==> src/token_pkg.sv <==
// shared GLB types and pass states; byte addresses step by WORD_BYTES and writes are full-word
`default_nettype none

package token_pkg;

    localparam int ADDR_W     = 32;
    localparam int DATA_W     = 32;
    localparam int WEB_W      = DATA_W / 8;  // one enable bit per byte
    localparam int WORD_BYTES = 4;

    localparam logic [WEB_W-1:0] WEB_ALL = '1;

    typedef logic [DATA_W-1:0] glb_word_t;
    typedef logic [ADDR_W-1:0] glb_addr_t;

    // channel count, up to 255 words per lane
    typedef logic [7:0] dim_t;

    typedef enum logic [2:0] {
        IDLE,
        WEIGHT,
        FIFO_RST,
        COMPUTE,
        DONE
    } pass_state_t;

endpackage

`default_nettype wire

==> src/glb_port_if.sv <==
// one GLB client link; gnt is combinational, rdata and rvalid come the cycle after a read gnt
`timescale 1ns/1ns
`default_nettype none

interface glb_port_if import token_pkg::*; ();

    logic      req;
    logic      write;   // 0 read, 1 full-word write
    glb_addr_t addr;
    glb_word_t wdata;
    logic      gnt;
    logic      rvalid;
    glb_word_t rdata;

    modport client (
        output req, write, addr, wdata,
        input  gnt, rvalid, rdata
    );

    modport arbiter (
        input  req, write, addr, wdata,
        output gnt, rvalid, rdata
    );

endinterface

`default_nettype wire

==> src/glb_arbiter.sv <==
// fixed priority op, wl, if; one GLB access per cycle, read data returns the following cycle
`timescale 1ns/1ns
`default_nettype none

module glb_arbiter import token_pkg::*; (
    input  logic             clk,
    input  logic             arst_n_i,
    glb_port_if.arbiter      op_port,
    glb_port_if.arbiter      wl_port,
    glb_port_if.arbiter      if_port,
    output logic             glb_re_o,
    output logic [WEB_W-1:0] glb_web_o,
    output glb_addr_t        glb_addr_o,
    output glb_word_t        glb_wdata_o,
    input  glb_word_t        glb_rdata_i
);

    logic op_gnt;
    logic wl_gnt;
    logic if_gnt;
    logic sel_write;
    logic op_rd_q;  // reader tag, one bit per client
    logic wl_rd_q;
    logic if_rd_q;

    assign op_gnt = op_port.req;
    assign wl_gnt = wl_port.req && !op_port.req;
    assign if_gnt = if_port.req && !op_port.req && !wl_port.req;

    assign op_port.gnt = op_gnt;
    assign wl_port.gnt = wl_gnt;
    assign if_port.gnt = if_gnt;

    always_comb begin
        sel_write   = 1'b0;
        glb_addr_o  = '0;
        glb_wdata_o = '0;
        if (op_gnt) begin
            sel_write   = op_port.write;
            glb_addr_o  = op_port.addr;
            glb_wdata_o = op_port.wdata;
        end else if (wl_gnt) begin
            sel_write   = wl_port.write;
            glb_addr_o  = wl_port.addr;
            glb_wdata_o = wl_port.wdata;
        end else if (if_gnt) begin
            sel_write   = if_port.write;
            glb_addr_o  = if_port.addr;
            glb_wdata_o = if_port.wdata;
        end
    end

    assign glb_re_o  = (op_gnt || wl_gnt || if_gnt) && !sel_write;
    assign glb_web_o = ((op_gnt || wl_gnt || if_gnt) && sel_write) ? WEB_ALL : '0;

    always_ff @(posedge clk or negedge arst_n_i) begin
        if (!arst_n_i) begin
            op_rd_q <= 1'b0;
            wl_rd_q <= 1'b0;
            if_rd_q <= 1'b0;
        end else begin
            op_rd_q <= op_gnt && !op_port.write;
            wl_rd_q <= wl_gnt && !wl_port.write;
            if_rd_q <= if_gnt && !if_port.write;
        end
    end

    // rdata is shared, rvalid tells each client whose word it is
    assign op_port.rvalid = op_rd_q;
    assign wl_port.rvalid = wl_rd_q;
    assign if_port.rvalid = if_rd_q;
    assign op_port.rdata  = glb_rdata_i;
    assign wl_port.rdata  = glb_rdata_i;
    assign if_port.rdata  = glb_rdata_i;

endmodule

`default_nettype wire

==> src/ifmap_fetcher.sv <==
// fetches in_c_i words per lane, lane-major, one read in flight; stalls while the lane is full
`timescale 1ns/1ns
`default_nettype none

module ifmap_fetcher import token_pkg::*; #(
    parameter int NUM_LANES = 4
) (
    input  logic                 clk,
    input  logic                 arst_n_i,
    input  logic                 start_i,
    input  glb_addr_t            ifmap_base_i,
    input  dim_t                 in_c_i,
    input  logic [NUM_LANES-1:0] ifmap_full_i,
    glb_port_if.client           port,
    output logic [NUM_LANES-1:0] push_o,
    output glb_word_t            push_data_o,
    output logic                 done_o
);

    localparam int LANE_W = (NUM_LANES > 1) ? $clog2(NUM_LANES) : 1;
    localparam logic [NUM_LANES-1:0] LANE0 = 1;

    logic              active_q;
    logic              pending_q;  // read granted, data not back yet
    logic [LANE_W-1:0] lane_q;
    dim_t              word_q;
    logic              last_word;
    logic              last_lane;
    glb_addr_t         word_idx;

    assign word_idx  = glb_addr_t'(lane_q) * glb_addr_t'(in_c_i) + glb_addr_t'(word_q);
    assign last_word = (word_q == in_c_i - dim_t'(1));
    assign last_lane = (lane_q == LANE_W'(NUM_LANES - 1));

    assign port.req   = active_q && !pending_q && !ifmap_full_i[lane_q];
    assign port.write = 1'b0;
    assign port.addr  = ifmap_base_i + word_idx * glb_addr_t'(WORD_BYTES);
    assign port.wdata = '0;

    // returned word goes straight into the lane that asked for it
    assign push_o      = port.rvalid ? (LANE0 << lane_q) : '0;
    assign push_data_o = port.rdata;

    always_ff @(posedge clk or negedge arst_n_i) begin
        if (!arst_n_i) begin
            active_q  <= 1'b0;
            pending_q <= 1'b0;
            lane_q    <= '0;
            word_q    <= '0;
            done_o    <= 1'b0;
        end else begin
            done_o <= 1'b0;
            if (start_i) begin
                active_q  <= (in_c_i != '0);
                done_o    <= (in_c_i == '0);  // nothing to fetch
                pending_q <= 1'b0;
                lane_q    <= '0;
                word_q    <= '0;
            end else if (port.gnt) begin
                pending_q <= 1'b1;
            end else if (port.rvalid) begin
                pending_q <= 1'b0;
                if (!last_word) begin
                    word_q <= word_q + dim_t'(1);
                end else begin
                    word_q <= '0;
                    if (last_lane) begin
                        active_q <= 1'b0;
                        done_o   <= 1'b1;
                    end else begin
                        lane_q <= lane_q + LANE_W'(1);
                    end
                end
            end
        end
    end

endmodule

`default_nettype wire

==> src/opsum_drainer.sv <==
// writes out_c_i words per lane back to GLB, lane-major; opsum FIFOs must be first-word-fall-through
`timescale 1ns/1ns
`default_nettype none

module opsum_drainer import token_pkg::*; #(
    parameter int NUM_LANES = 4
) (
    input  logic                 clk,
    input  logic                 arst_n_i,
    input  logic                 start_i,
    input  glb_addr_t            opsum_base_i,
    input  dim_t                 out_c_i,
    input  logic [NUM_LANES-1:0] opsum_empty_i,
    input  glb_word_t            opsum_pop_data_i [NUM_LANES],
    glb_port_if.client           port,
    output logic [NUM_LANES-1:0] pop_o,
    output logic                 done_o
);

    localparam int LANE_W = (NUM_LANES > 1) ? $clog2(NUM_LANES) : 1;
    localparam logic [NUM_LANES-1:0] LANE0 = 1;

    logic              active_q;
    logic [LANE_W-1:0] lane_q;
    dim_t              word_q;
    logic              last_word;
    logic              last_lane;
    glb_addr_t         word_idx;

    assign word_idx  = glb_addr_t'(lane_q) * glb_addr_t'(out_c_i) + glb_addr_t'(word_q);
    assign last_word = (word_q == out_c_i - dim_t'(1));
    assign last_lane = (lane_q == LANE_W'(NUM_LANES - 1));

    assign port.req   = active_q && !opsum_empty_i[lane_q];
    assign port.write = 1'b1;
    assign port.addr  = opsum_base_i + word_idx * glb_addr_t'(WORD_BYTES);
    assign port.wdata = opsum_pop_data_i[lane_q];  // head of the current lane

    assign pop_o = port.gnt ? (LANE0 << lane_q) : '0;  // write and pop in one cycle

    always_ff @(posedge clk or negedge arst_n_i) begin
        if (!arst_n_i) begin
            active_q <= 1'b0;
            lane_q   <= '0;
            word_q   <= '0;
            done_o   <= 1'b0;
        end else begin
            done_o <= 1'b0;
            if (start_i) begin
                active_q <= (out_c_i != '0);
                done_o   <= (out_c_i == '0);
                lane_q   <= '0;
                word_q   <= '0;
            end else if (port.gnt) begin
                if (!last_word) begin
                    word_q <= word_q + dim_t'(1);
                end else begin
                    word_q <= '0;
                    if (last_lane) begin
                        active_q <= 1'b0;
                        done_o   <= 1'b1;
                    end else begin
                        lane_q <= lane_q + LANE_W'(1);
                    end
                end
            end
        end
    end

endmodule

`default_nettype wire

==> src/pass_sequencer.sv <==
// pass control; ignores pass_start_i while a pass runs, done inputs must be single-cycle pulses
`timescale 1ns/1ns
`default_nettype none

module pass_sequencer import token_pkg::*; (
    input  logic clk,
    input  logic arst_n_i,
    input  logic pass_start_i,
    input  logic wl_done_i,
    input  logic fetch_done_i,
    input  logic drain_done_i,
    output logic wl_start_o,
    output logic compute_start_o,
    output logic fifo_reset_o,
    output logic pe_en_o,
    output logic pass_done_o
);

    pass_state_t state_q;
    pass_state_t state_d;
    logic        fetch_seen_q;
    logic        drain_seen_q;
    logic        fetch_ok;
    logic        drain_ok;

    // done pulses may arrive in either order, or together
    assign fetch_ok = fetch_seen_q || fetch_done_i;
    assign drain_ok = drain_seen_q || drain_done_i;

    always_comb begin
        state_d = state_q;
        case (state_q)
            IDLE:     if (pass_start_i) state_d = WEIGHT;
            WEIGHT:   if (wl_done_i) state_d = FIFO_RST;
            FIFO_RST: state_d = COMPUTE;  // single cycle
            COMPUTE:  if (fetch_ok && drain_ok) state_d = DONE;
            DONE:     state_d = IDLE;
            default:  state_d = IDLE;
        endcase
    end

    always_ff @(posedge clk or negedge arst_n_i) begin
        if (!arst_n_i) begin
            state_q         <= IDLE;
            wl_start_o      <= 1'b0;
            compute_start_o <= 1'b0;
            fetch_seen_q    <= 1'b0;
            drain_seen_q    <= 1'b0;
        end else begin
            state_q         <= state_d;
            wl_start_o      <= (state_q == IDLE) && pass_start_i;
            compute_start_o <= (state_q == FIFO_RST);
            if (state_q == FIFO_RST) begin
                fetch_seen_q <= 1'b0;
                drain_seen_q <= 1'b0;
            end else begin
                fetch_seen_q <= fetch_ok;
                drain_seen_q <= drain_ok;
            end
        end
    end

    assign fifo_reset_o = (state_q == FIFO_RST);
    assign pe_en_o      = (state_q == COMPUTE);
    assign pass_done_o  = (state_q == DONE);

endmodule

`default_nettype wire

==> src/token_engine.sv <==
// one 3x3 conv pass; counts and base addresses must stay stable from pass_start_i to pass_done_o
`timescale 1ns/1ns
`default_nettype none

module token_engine import token_pkg::*; #(
    parameter int NUM_LANES = 4
) (
    input  logic                 clk,
    input  logic                 arst_n_i,
    input  logic                 pass_start_i,
    output logic                 pass_done_o,
    input  glb_addr_t            weight_base_i,
    input  glb_addr_t            ifmap_base_i,
    input  glb_addr_t            opsum_base_i,
    input  dim_t                 in_c_i,
    input  dim_t                 out_c_i,
    output logic                 glb_re_o,
    output logic [WEB_W-1:0]     glb_web_o,
    output glb_addr_t            glb_addr_o,
    output glb_word_t            glb_wdata_o,
    input  glb_word_t            glb_rdata_i,
    output logic [7:0]           weight_in_o,
    output logic [NUM_LANES-1:0] weight_load_en_o,
    output logic                 pe_en_o,
    output logic                 fifo_reset_o,
    output logic [NUM_LANES-1:0] ifmap_push_o,
    output glb_word_t            ifmap_push_data_o,
    input  logic [NUM_LANES-1:0] ifmap_full_i,
    output logic [NUM_LANES-1:0] opsum_pop_o,
    input  logic [NUM_LANES-1:0] opsum_empty_i,
    input  glb_word_t            opsum_pop_data_i [NUM_LANES]
);

    logic wl_start;
    logic compute_start;
    logic wl_done;
    logic fetch_done;
    logic drain_done;

    glb_port_if wl_port ();
    glb_port_if if_port ();
    glb_port_if op_port ();

    pass_sequencer pass_sequencer_inst (
        .clk             (clk),
        .arst_n_i        (arst_n_i),
        .pass_start_i    (pass_start_i),
        .wl_done_i       (wl_done),
        .fetch_done_i    (fetch_done),
        .drain_done_i    (drain_done),
        .wl_start_o      (wl_start),
        .compute_start_o (compute_start),
        .fifo_reset_o    (fifo_reset_o),
        .pe_en_o         (pe_en_o),
        .pass_done_o     (pass_done_o)
    );

    weight_loader #(.NUM_LANES(NUM_LANES)) weight_loader_inst (
        .clk              (clk),
        .arst_n_i         (arst_n_i),
        .start_i          (wl_start),
        .weight_base_i    (weight_base_i),
        .port             (wl_port.client),
        .weight_in_o      (weight_in_o),
        .weight_load_en_o (weight_load_en_o),
        .done_o           (wl_done)
    );

    // fetch and drain both start on compute_start and run side by side
    ifmap_fetcher #(.NUM_LANES(NUM_LANES)) ifmap_fetcher_inst (
        .clk          (clk),
        .arst_n_i     (arst_n_i),
        .start_i      (compute_start),
        .ifmap_base_i (ifmap_base_i),
        .in_c_i       (in_c_i),
        .ifmap_full_i (ifmap_full_i),
        .port         (if_port.client),
        .push_o       (ifmap_push_o),
        .push_data_o  (ifmap_push_data_o),
        .done_o       (fetch_done)
    );

    opsum_drainer #(.NUM_LANES(NUM_LANES)) opsum_drainer_inst (
        .clk              (clk),
        .arst_n_i         (arst_n_i),
        .start_i          (compute_start),
        .opsum_base_i     (opsum_base_i),
        .out_c_i          (out_c_i),
        .opsum_empty_i    (opsum_empty_i),
        .opsum_pop_data_i (opsum_pop_data_i),
        .port             (op_port.client),
        .pop_o            (opsum_pop_o),
        .done_o           (drain_done)
    );

    glb_arbiter glb_arbiter_inst (
        .clk         (clk),
        .arst_n_i    (arst_n_i),
        .op_port     (op_port.arbiter),
        .wl_port     (wl_port.arbiter),
        .if_port     (if_port.arbiter),
        .glb_re_o    (glb_re_o),
        .glb_web_o   (glb_web_o),
        .glb_addr_o  (glb_addr_o),
        .glb_wdata_o (glb_wdata_o),
        .glb_rdata_i (glb_rdata_i)
    );

endmodule

`default_nettype wire

==> src/weight_loader.sv <==
// loads one weight per PE row from consecutive GLB words; only the low byte of each word is used
`timescale 1ns/1ns
`default_nettype none

module weight_loader import token_pkg::*; #(
    parameter int NUM_LANES = 4
) (
    input  logic                 clk,
    input  logic                 arst_n_i,
    input  logic                 start_i,
    input  glb_addr_t            weight_base_i,
    glb_port_if.client           port,
    output logic [7:0]           weight_in_o,
    output logic [NUM_LANES-1:0] weight_load_en_o,
    output logic                 done_o
);

    localparam int CNT_W = $clog2(NUM_LANES + 1);
    localparam logic [NUM_LANES-1:0] ROW0 = 1;

    logic             active_q;
    logic [CNT_W-1:0] req_cnt_q;  // reads granted so far
    logic [CNT_W-1:0] rsp_cnt_q;  // words returned so far
    logic             last_rsp;

    // reads may be back to back, the arbiter keeps their order
    assign port.req   = active_q && (req_cnt_q < CNT_W'(NUM_LANES));
    assign port.write = 1'b0;
    assign port.addr  = weight_base_i + glb_addr_t'(req_cnt_q) * glb_addr_t'(WORD_BYTES);
    assign port.wdata = '0;

    assign weight_in_o      = port.rdata[7:0];
    assign weight_load_en_o = port.rvalid ? (ROW0 << rsp_cnt_q) : '0;
    assign last_rsp         = port.rvalid && (rsp_cnt_q == CNT_W'(NUM_LANES - 1));

    always_ff @(posedge clk or negedge arst_n_i) begin
        if (!arst_n_i) begin
            active_q  <= 1'b0;
            req_cnt_q <= '0;
            rsp_cnt_q <= '0;
            done_o    <= 1'b0;
        end else begin
            done_o <= last_rsp;  // one cycle after the last row
            if (start_i) begin
                active_q  <= 1'b1;
                req_cnt_q <= '0;
                rsp_cnt_q <= '0;
            end else begin
                if (port.gnt) req_cnt_q <= req_cnt_q + CNT_W'(1);
                if (port.rvalid) rsp_cnt_q <= rsp_cnt_q + CNT_W'(1);
                if (last_rsp) active_q <= 1'b0;
            end
        end
    end

endmodule

`default_nettype wire
==> config.mk <==
export PLATFORM = sky130hd
export DESIGN_NAME = token_engine
export DESIGN_NICKNAME = d
export VERILOG_FILES = /design/src/token_pkg.sv /design/src/glb_port_if.sv /design/src/glb_arbiter.sv /design/src/ifmap_fetcher.sv /design/src/opsum_drainer.sv /design/src/pass_sequencer.sv /design/src/token_engine.sv /design/src/weight_loader.sv
export SDC_FILE = /design/constraint.sdc
export NUM_CORES = 1
export LEC_CHECK = 0
export ABC_AREA = 1
export BUFFER_PORTS_ARGS = -buffer_cell sky130_fd_sc_hd__buf_2
export CAP_MARGIN = 20
export CORE_AREA = 10 10 149 151
export CTS_BUF_LIST = sky130_fd_sc_hd__clkbuf_8
export CTS_CLUSTER_SIZE = 12
export DETAILED_ROUTE_END_ITERATION = 6
export DIE_AREA = 0 0 159 161
export GPL_TIMING_DRIVEN = 0
export HOLD_SLACK_MARGIN = 0.15
export PLACE_DENSITY = 0.79
export SYNTH_ARGS = -nofsm -noshare
export SYNTH_HDL_FRONTEND = slang
export SYNTH_SLANG_ARGS = --single-unit
==> constraint.sdc <==
create_clock -name clk -period 7.6 [get_ports clk]
set_clock_uncertainty 0.1 [all_clocks]
set_input_delay 1.52 -clock clk [delete_from_list [all_inputs] [get_ports clk]]
set_output_delay 1.52 -clock clk [all_outputs]
set_load 0.01 [all_outputs]
; ---- Word-level counts from Yosys, hierarchy flattened
; Index checks and enable logic that the tools add are counted.
[classes]
magnitude_cmp = 4
n_eq_ne = 15
n_shift = 3
bitwise_logic = 1
n_mul = 2
n_reduce_logical = 43
muxes = 65
n_addsub = 13
[op_table]
columns = cell, n
row1 = 32-bit 2-to-1 mux, 6
row2 = 32-bit adder, 2
row3 = 32-bit binary-select mux with 2-bit select, 1
row4 = 8-bit 2-to-1 mux, 7
row5 = 32-bit by 5-bit adder with 32-bit output, 1
row6 = 1-bit 2-to-1 mux, 28
row7 = 10-bit by 8-bit adder with 11-bit output, 2
row8 = 3-bit 2-to-1 mux, 7
row9 = 2-bit by 8-bit multiplier with 10-bit output, 2
row10 = 2-bit 2-to-1 mux, 9
row11 = 2-bit nonzero test, 9
row12 = 8-bit by 1-bit adder with 8-bit output (second input constant), 2
row13 = 8-bit == test, 2
row14 = 8-bit zero test, 2
row15 = 4-bit 2-to-1 mux, 4
row16 = 8-bit nonzero test, 2
row17 = 8-bit by 1-bit subtractor with 8-bit output (second input constant), 2
row18 = 1-bit logical AND, 12
row19 = 3-bit one-hot mux with 4 select lines, 1
row20 = 3-bit by 2-bit == test with 1-bit output (second input constant), 3
row21 = 3-bit AND reduction, 3
row22 = 2-bit inequality test (second input constant), 4
row23 = 4-bit AND reduction, 2
row24 = 1-bit by 2-bit << shifter with 4-bit output (first input constant), 2
row25 = other kinds (17), 31
[word_totals]
word_cells = 166
ff_bits = 42

; ---- Logic depth before layout (Yosys ltp)
[logic_depth]
ltp_word = 10
depth_mapped = 25
ltp_nobuf = 24

; ---- Cells and area by module
; Synthesis repeated with hierarchy kept, for this count alone.
[unflattened]
cells_unflattened = 1799
hier_area_um2 = 10725.3
[modules_own_cells]
columns = module, area_each_um2, instances, cells_per_inst, seq_area_each_um2
row1 = opsum_drainer, 3435.8, 1, 588, 300.3
row2 = ifmap_fetcher, 3144.3, 1, 488, 325.3
row3 = glb_arbiter, 2102.0, 1, 400, 75.1
row4 = weight_loader, 1705.4, 1, 281, 200.2
row5 = pass_sequencer, 337.8, 1, 42, 175.2

; ---- Worst setup path before layout
; No wires, ideal clock.
[synth_timing]
kind = input to output
start = input in_c_i[3]
end = output glb_addr_o[15]
n_path_buf = 1
slack_ns = 1.236
path_stages = 21
t_required_ns = 5.980
arrival_time_ns = 4.744
path_cell_list = clkbuf_2 > nand2_1 > fa_1 > inv_1 > ha_1 > a21oi_1 > o21ai_0 > nand2_1 > nand2_1 > a21oi_1 > inv_1 > a21oi_1 > o21bai_1 > ha_1 > nand2_1 > nor2_1 > nand2_1 > o21ai_0 > or2_2 > nand3_1 > nand3_1
[synth_between]
elab_chain_len = 6
[synth_rtl]
columns = element, line
row1 = start: declaration, token_engine.sv:15  ; input dim_t in_c_i,
row2 = 2-bit by 8-bit multiplier with 10-bit output, ifmap_fetcher.sv:31  ; assign word_idx = glb_addr_t'(lane_q) * glb_addr_t'(in_c_i) + glb_addr_t'(word_q);
row3 = 10-bit by 8-bit adder with 11-bit output, ifmap_fetcher.sv:31
row4 = 32-bit adder, ifmap_fetcher.sv:37  ; assign port.addr = ifmap_base_i + word_idx * glb_addr_t'(WORD_BYTES);
row5 = 32-bit 2-to-1 mux, glb_arbiter.sv:46  ; end else if (if_gnt) begin
row6 = 32-bit 2-to-1 mux, glb_arbiter.sv:42  ; end else if (wl_gnt) begin
row7 = 32-bit 2-to-1 mux, glb_arbiter.sv:38  ; if (op_gnt) begin
row8 = end: declaration, token_engine.sv:19  ; output glb_addr_t glb_addr_o,
; No other way between the ends.

; ---- Worst setup path in the final report
[layout_timing]
start = input in_c_i[3]
end = output glb_addr_o[23]
; Same word-level chain as after synthesis.

==> flow_summary.json <==
{
  "status": "finished, final reports clean",
  "critPathArrivalTime_ns": 5.62,
  "worstPathRequired_ns": 5.98,
  "avgViaCountPerCell": 5.18,
  "setup_viol": 0,
  "wirelength_mm": 36.9,
  "first_pass_iters": 6,
  "cts_tree": "done",
  "syn_area_um2": 8860,
  "clkSinkCount": 42,
  "dieArea_um2": 25600,
  "peakVddDrop_v": 0.000203,
  "clockBufferDepth": 2,
  "nets": 2307,
  "worstMarginPinSlew_ns": 0.933,
  "syn_nets": 1928,
  "ys_warn_count": 0,
  "wire_per_inst_um": 16.6,
  "grt_usage_pct": 26.7,
  "post-route-period-util_pct": 95.2,
  "finalInstanceArea_um2": 11200,
  "cp_max_fo": 6,
  "startpoint_type": "input port",
  "synth-seq-cells": 42,
  "drv_cap": 0,
  "syn_to_final_growth_pct": 26.2,
  "drc_errors": 0,
  "vias": 11500,
  "port_buffers": 372,
  "hp-start": "ifmap_fetcher_inst.done_o",
  "cts.clk_slew.worst_paths_ns": 0.08,
  "drive_gt1_share_pct": 23.7,
  "cts_hold_buf": 0,
  "grt_pass1_vias": 10700,
  "cts_root_buf": "clkbuf_8",
  "drtIter0Drc": 904,
  "drt.antenna.violating_nets": 0,
  "end_kind": "primary output",
  "maxSlewViolCount": 0,
  "max_clock_freq_ghz": 0.138,
  "grt_max_degree": 43,
  "die_w_um": 159,
  "hold_violations": 0,
  "start_util_pct": 46.1,
  "core_um2": 19200,
  "critPathKind": "in2out",
  "placed_cell_area_um2": 11100,
  "rows": 51,
  "antenna_found_initial": 6,
  "grt_pass1_wl_mm": 56.9,
  "hp-class": "reg2reg",
  "h-tree-depth": 2,
  "p_total_mw": 3.55,
  "powerDensity_nw_per_um2": 318,
  "startpoint": "in_c_i[3]",
  "utilization_pct": 58.2,
  "gr-total-overflow": 0,
  "relSlewSlack_pct": 37.8,
  "min_period_ns": 7.24,
  "postCtsSetupRepairBufs": 0,
  "avgSynthCellArea_um2": 5.66,
  "dp_hpwl_mm": 32.0,
  "synth-seq-area-share_pct": 11.9,
  "syn_inst": 1566,
  "p_leak_nw": 6.37,
  "rr_startpoint": "opsum_drainer_inst.lane_q[0]",
  "grt_setup_unrepaired": "false",
  "clock_latency_ns": 0.30,
  "cts_resized": 0,
  "ys_types": 40,
  "layout_commonest_cell": "nand2_1",
  "cts_buffers": 5,
  "gp_congestion": 1.00,
  "setup-tns-final_ns": 0,
  "pin_count": 407,
  "dieHeight_um": 161,
  "layout_common_cells": "nand2_1, buf_2, nor2_1, inv_1, nand3_1"
}
[where the power goes]
group          internal (mW)  total [mW]  switching (mW)
clock network         0.0967       0.176          0.0795
registers              0.300       0.377          0.0765
logic                   1.06        3.00            1.94
total                   1.46        3.55            2.09
[path summary, 6_finish.rpt]
path | to | slack (ns) | cells after the start
max | glb_addr_o[23] | 0.36 | 23
min | pass_sequencer_inst.fetch_seen_q | 0.40 | 2
max reg2reg | opsum_drainer_inst.lane_q[1] | 5.45 | 8
min reg2reg | pass_sequencer_inst.fetch_seen_q | 0.40 | 2
max in group asynchronous | opsum_drainer_inst.lane_q[0] | 5.56 | 1
min in group asynchronous | ifmap_fetcher_inst.word_q[7] | 1.25 | 1
[synth_stat cells]
master,instances,share of area [%]
buf_6,2,0.25
nor2_2,3,0.21
nor2_4,1,0.13
o311ai_0,2,0.20
nand3_1,133,7.5
o21bai_1,11,0.93
nor3_1,24,1.4
nand2_2,4,0.28
fa_1,19,4.3
o21ai_1,2,0.11
xor2_1,38,3.8
a21oi_1,82,4.6
o211ai_1,6,0.51
inv_2,4,0.17
a21o_1,3,0.25
inv_1,200,8.5
o31ai_1,2,0.17
nand4_1,36,2.5
dfrtp_1,42,12
buf_4,48,4.1
and3_1,1,0.071
clkbuf_1,28,1.2
nand2_1,384,16
o22ai_1,1,0.071
buf_2,6,0.34
a211oi_1,2,0.17
o221ai_1,2,0.20
o21ai_2,1,0.099
nand2_4,2,0.25
nand3b_1,8,0.68
nor2_1,266,11
or2_2,8,0.56
o21ai_0,99,5.6
nor4_1,6,0.42
ha_1,60,8.5
buf_1,4,0.17
nor3_2,1,0.11
clkbuf_2,2,0.11
a21boi_0,4,0.34
xnor2_1,19,1.9
[sequential cells by signal, indices dropped and copies added, names as in the netlist, 2 cells and up]
signal / flops
ifmap_fetcher_inst.word_q: 8
weight_loader_inst.req_cnt_q: 3
pass_sequencer_inst.state_q: 3
opsum_drainer_inst.word_q: 8
opsum_drainer_inst.lane_q: 2
ifmap_fetcher_inst.lane_q: 2
weight_loader_inst.rsp_cnt_q: 3
[final cells by class]
class,instances,area (µm²)
sequential,42,1050
buffer,90,543
clock buffer,5,68.8
fill,2040,8030
multi-input combinational,1230,6500
timing repair buffer,372,1860
antenna,7,17.5
tap,265,332
inverter,204,766
clock inverter,3,41.3
[per-stage QoR]
stage	hold slack (ns)	cells	setup slack, ns
3_3_place_gp	0.372	2203	0.466
4_1_cts	0.406	2211	0.387
3_5_place_dp	0.386	2203	0.400
5_1_grt	0.445	2216	0.0228
6_report	0.403	2218	0.362
2_1_floorplan	0.359	1566	1.24
[kinds of logic (layout without fill, tap and decap cells)]
kind of cell / Yosys count / after routing / share of synthesized area [%]
fa+ha+maj: 79 / 79 / 12.8
compound gates: 217 / 217 / 13.3
simple gates: 877 / 877 / 41.7
xor+xnor: 57 / 57 / 5.64
buf+inv: 294 / 674 / 14.8
other cells: 0 / 7 / 0
flops: 42 / 42 / 11.9
[per-layer routing]
metal	share of wire [%]	up-vias	GRT usage, %	wire [µm]
met4	2.1	0	5.81	778
met1	42	5200	34.0	15600
li1	-	5744	-	-
met3	8.0	53	5.26	2960
met5	0	-	0	0
met2	48	482	45.8	17600
[critical path, stage by stage]
cell	delay [ns]
clkbuf_2	0.17
nand2_1	0.10
fa_1	0.50
inv_1	0.04
ha_1	0.35
a21oi_1	0.14
o21ai_0	0.15
nand2_1	0.09
nand2_1	0.05
a21oi_1	0.19
inv_1	0.06
a21oi_1	0.12
o21bai_1	0.09
ha_1	0.37
nand2_1	0.13
nor2_1	0.22
nand2_1	0.08
o21ai_0	0.66
nand2_1	0.11
nand2_1	0.09
nand3_1	0.13
nand3_1	0.11
buf_2	0.14
Power figures use the tool's default switching activity.
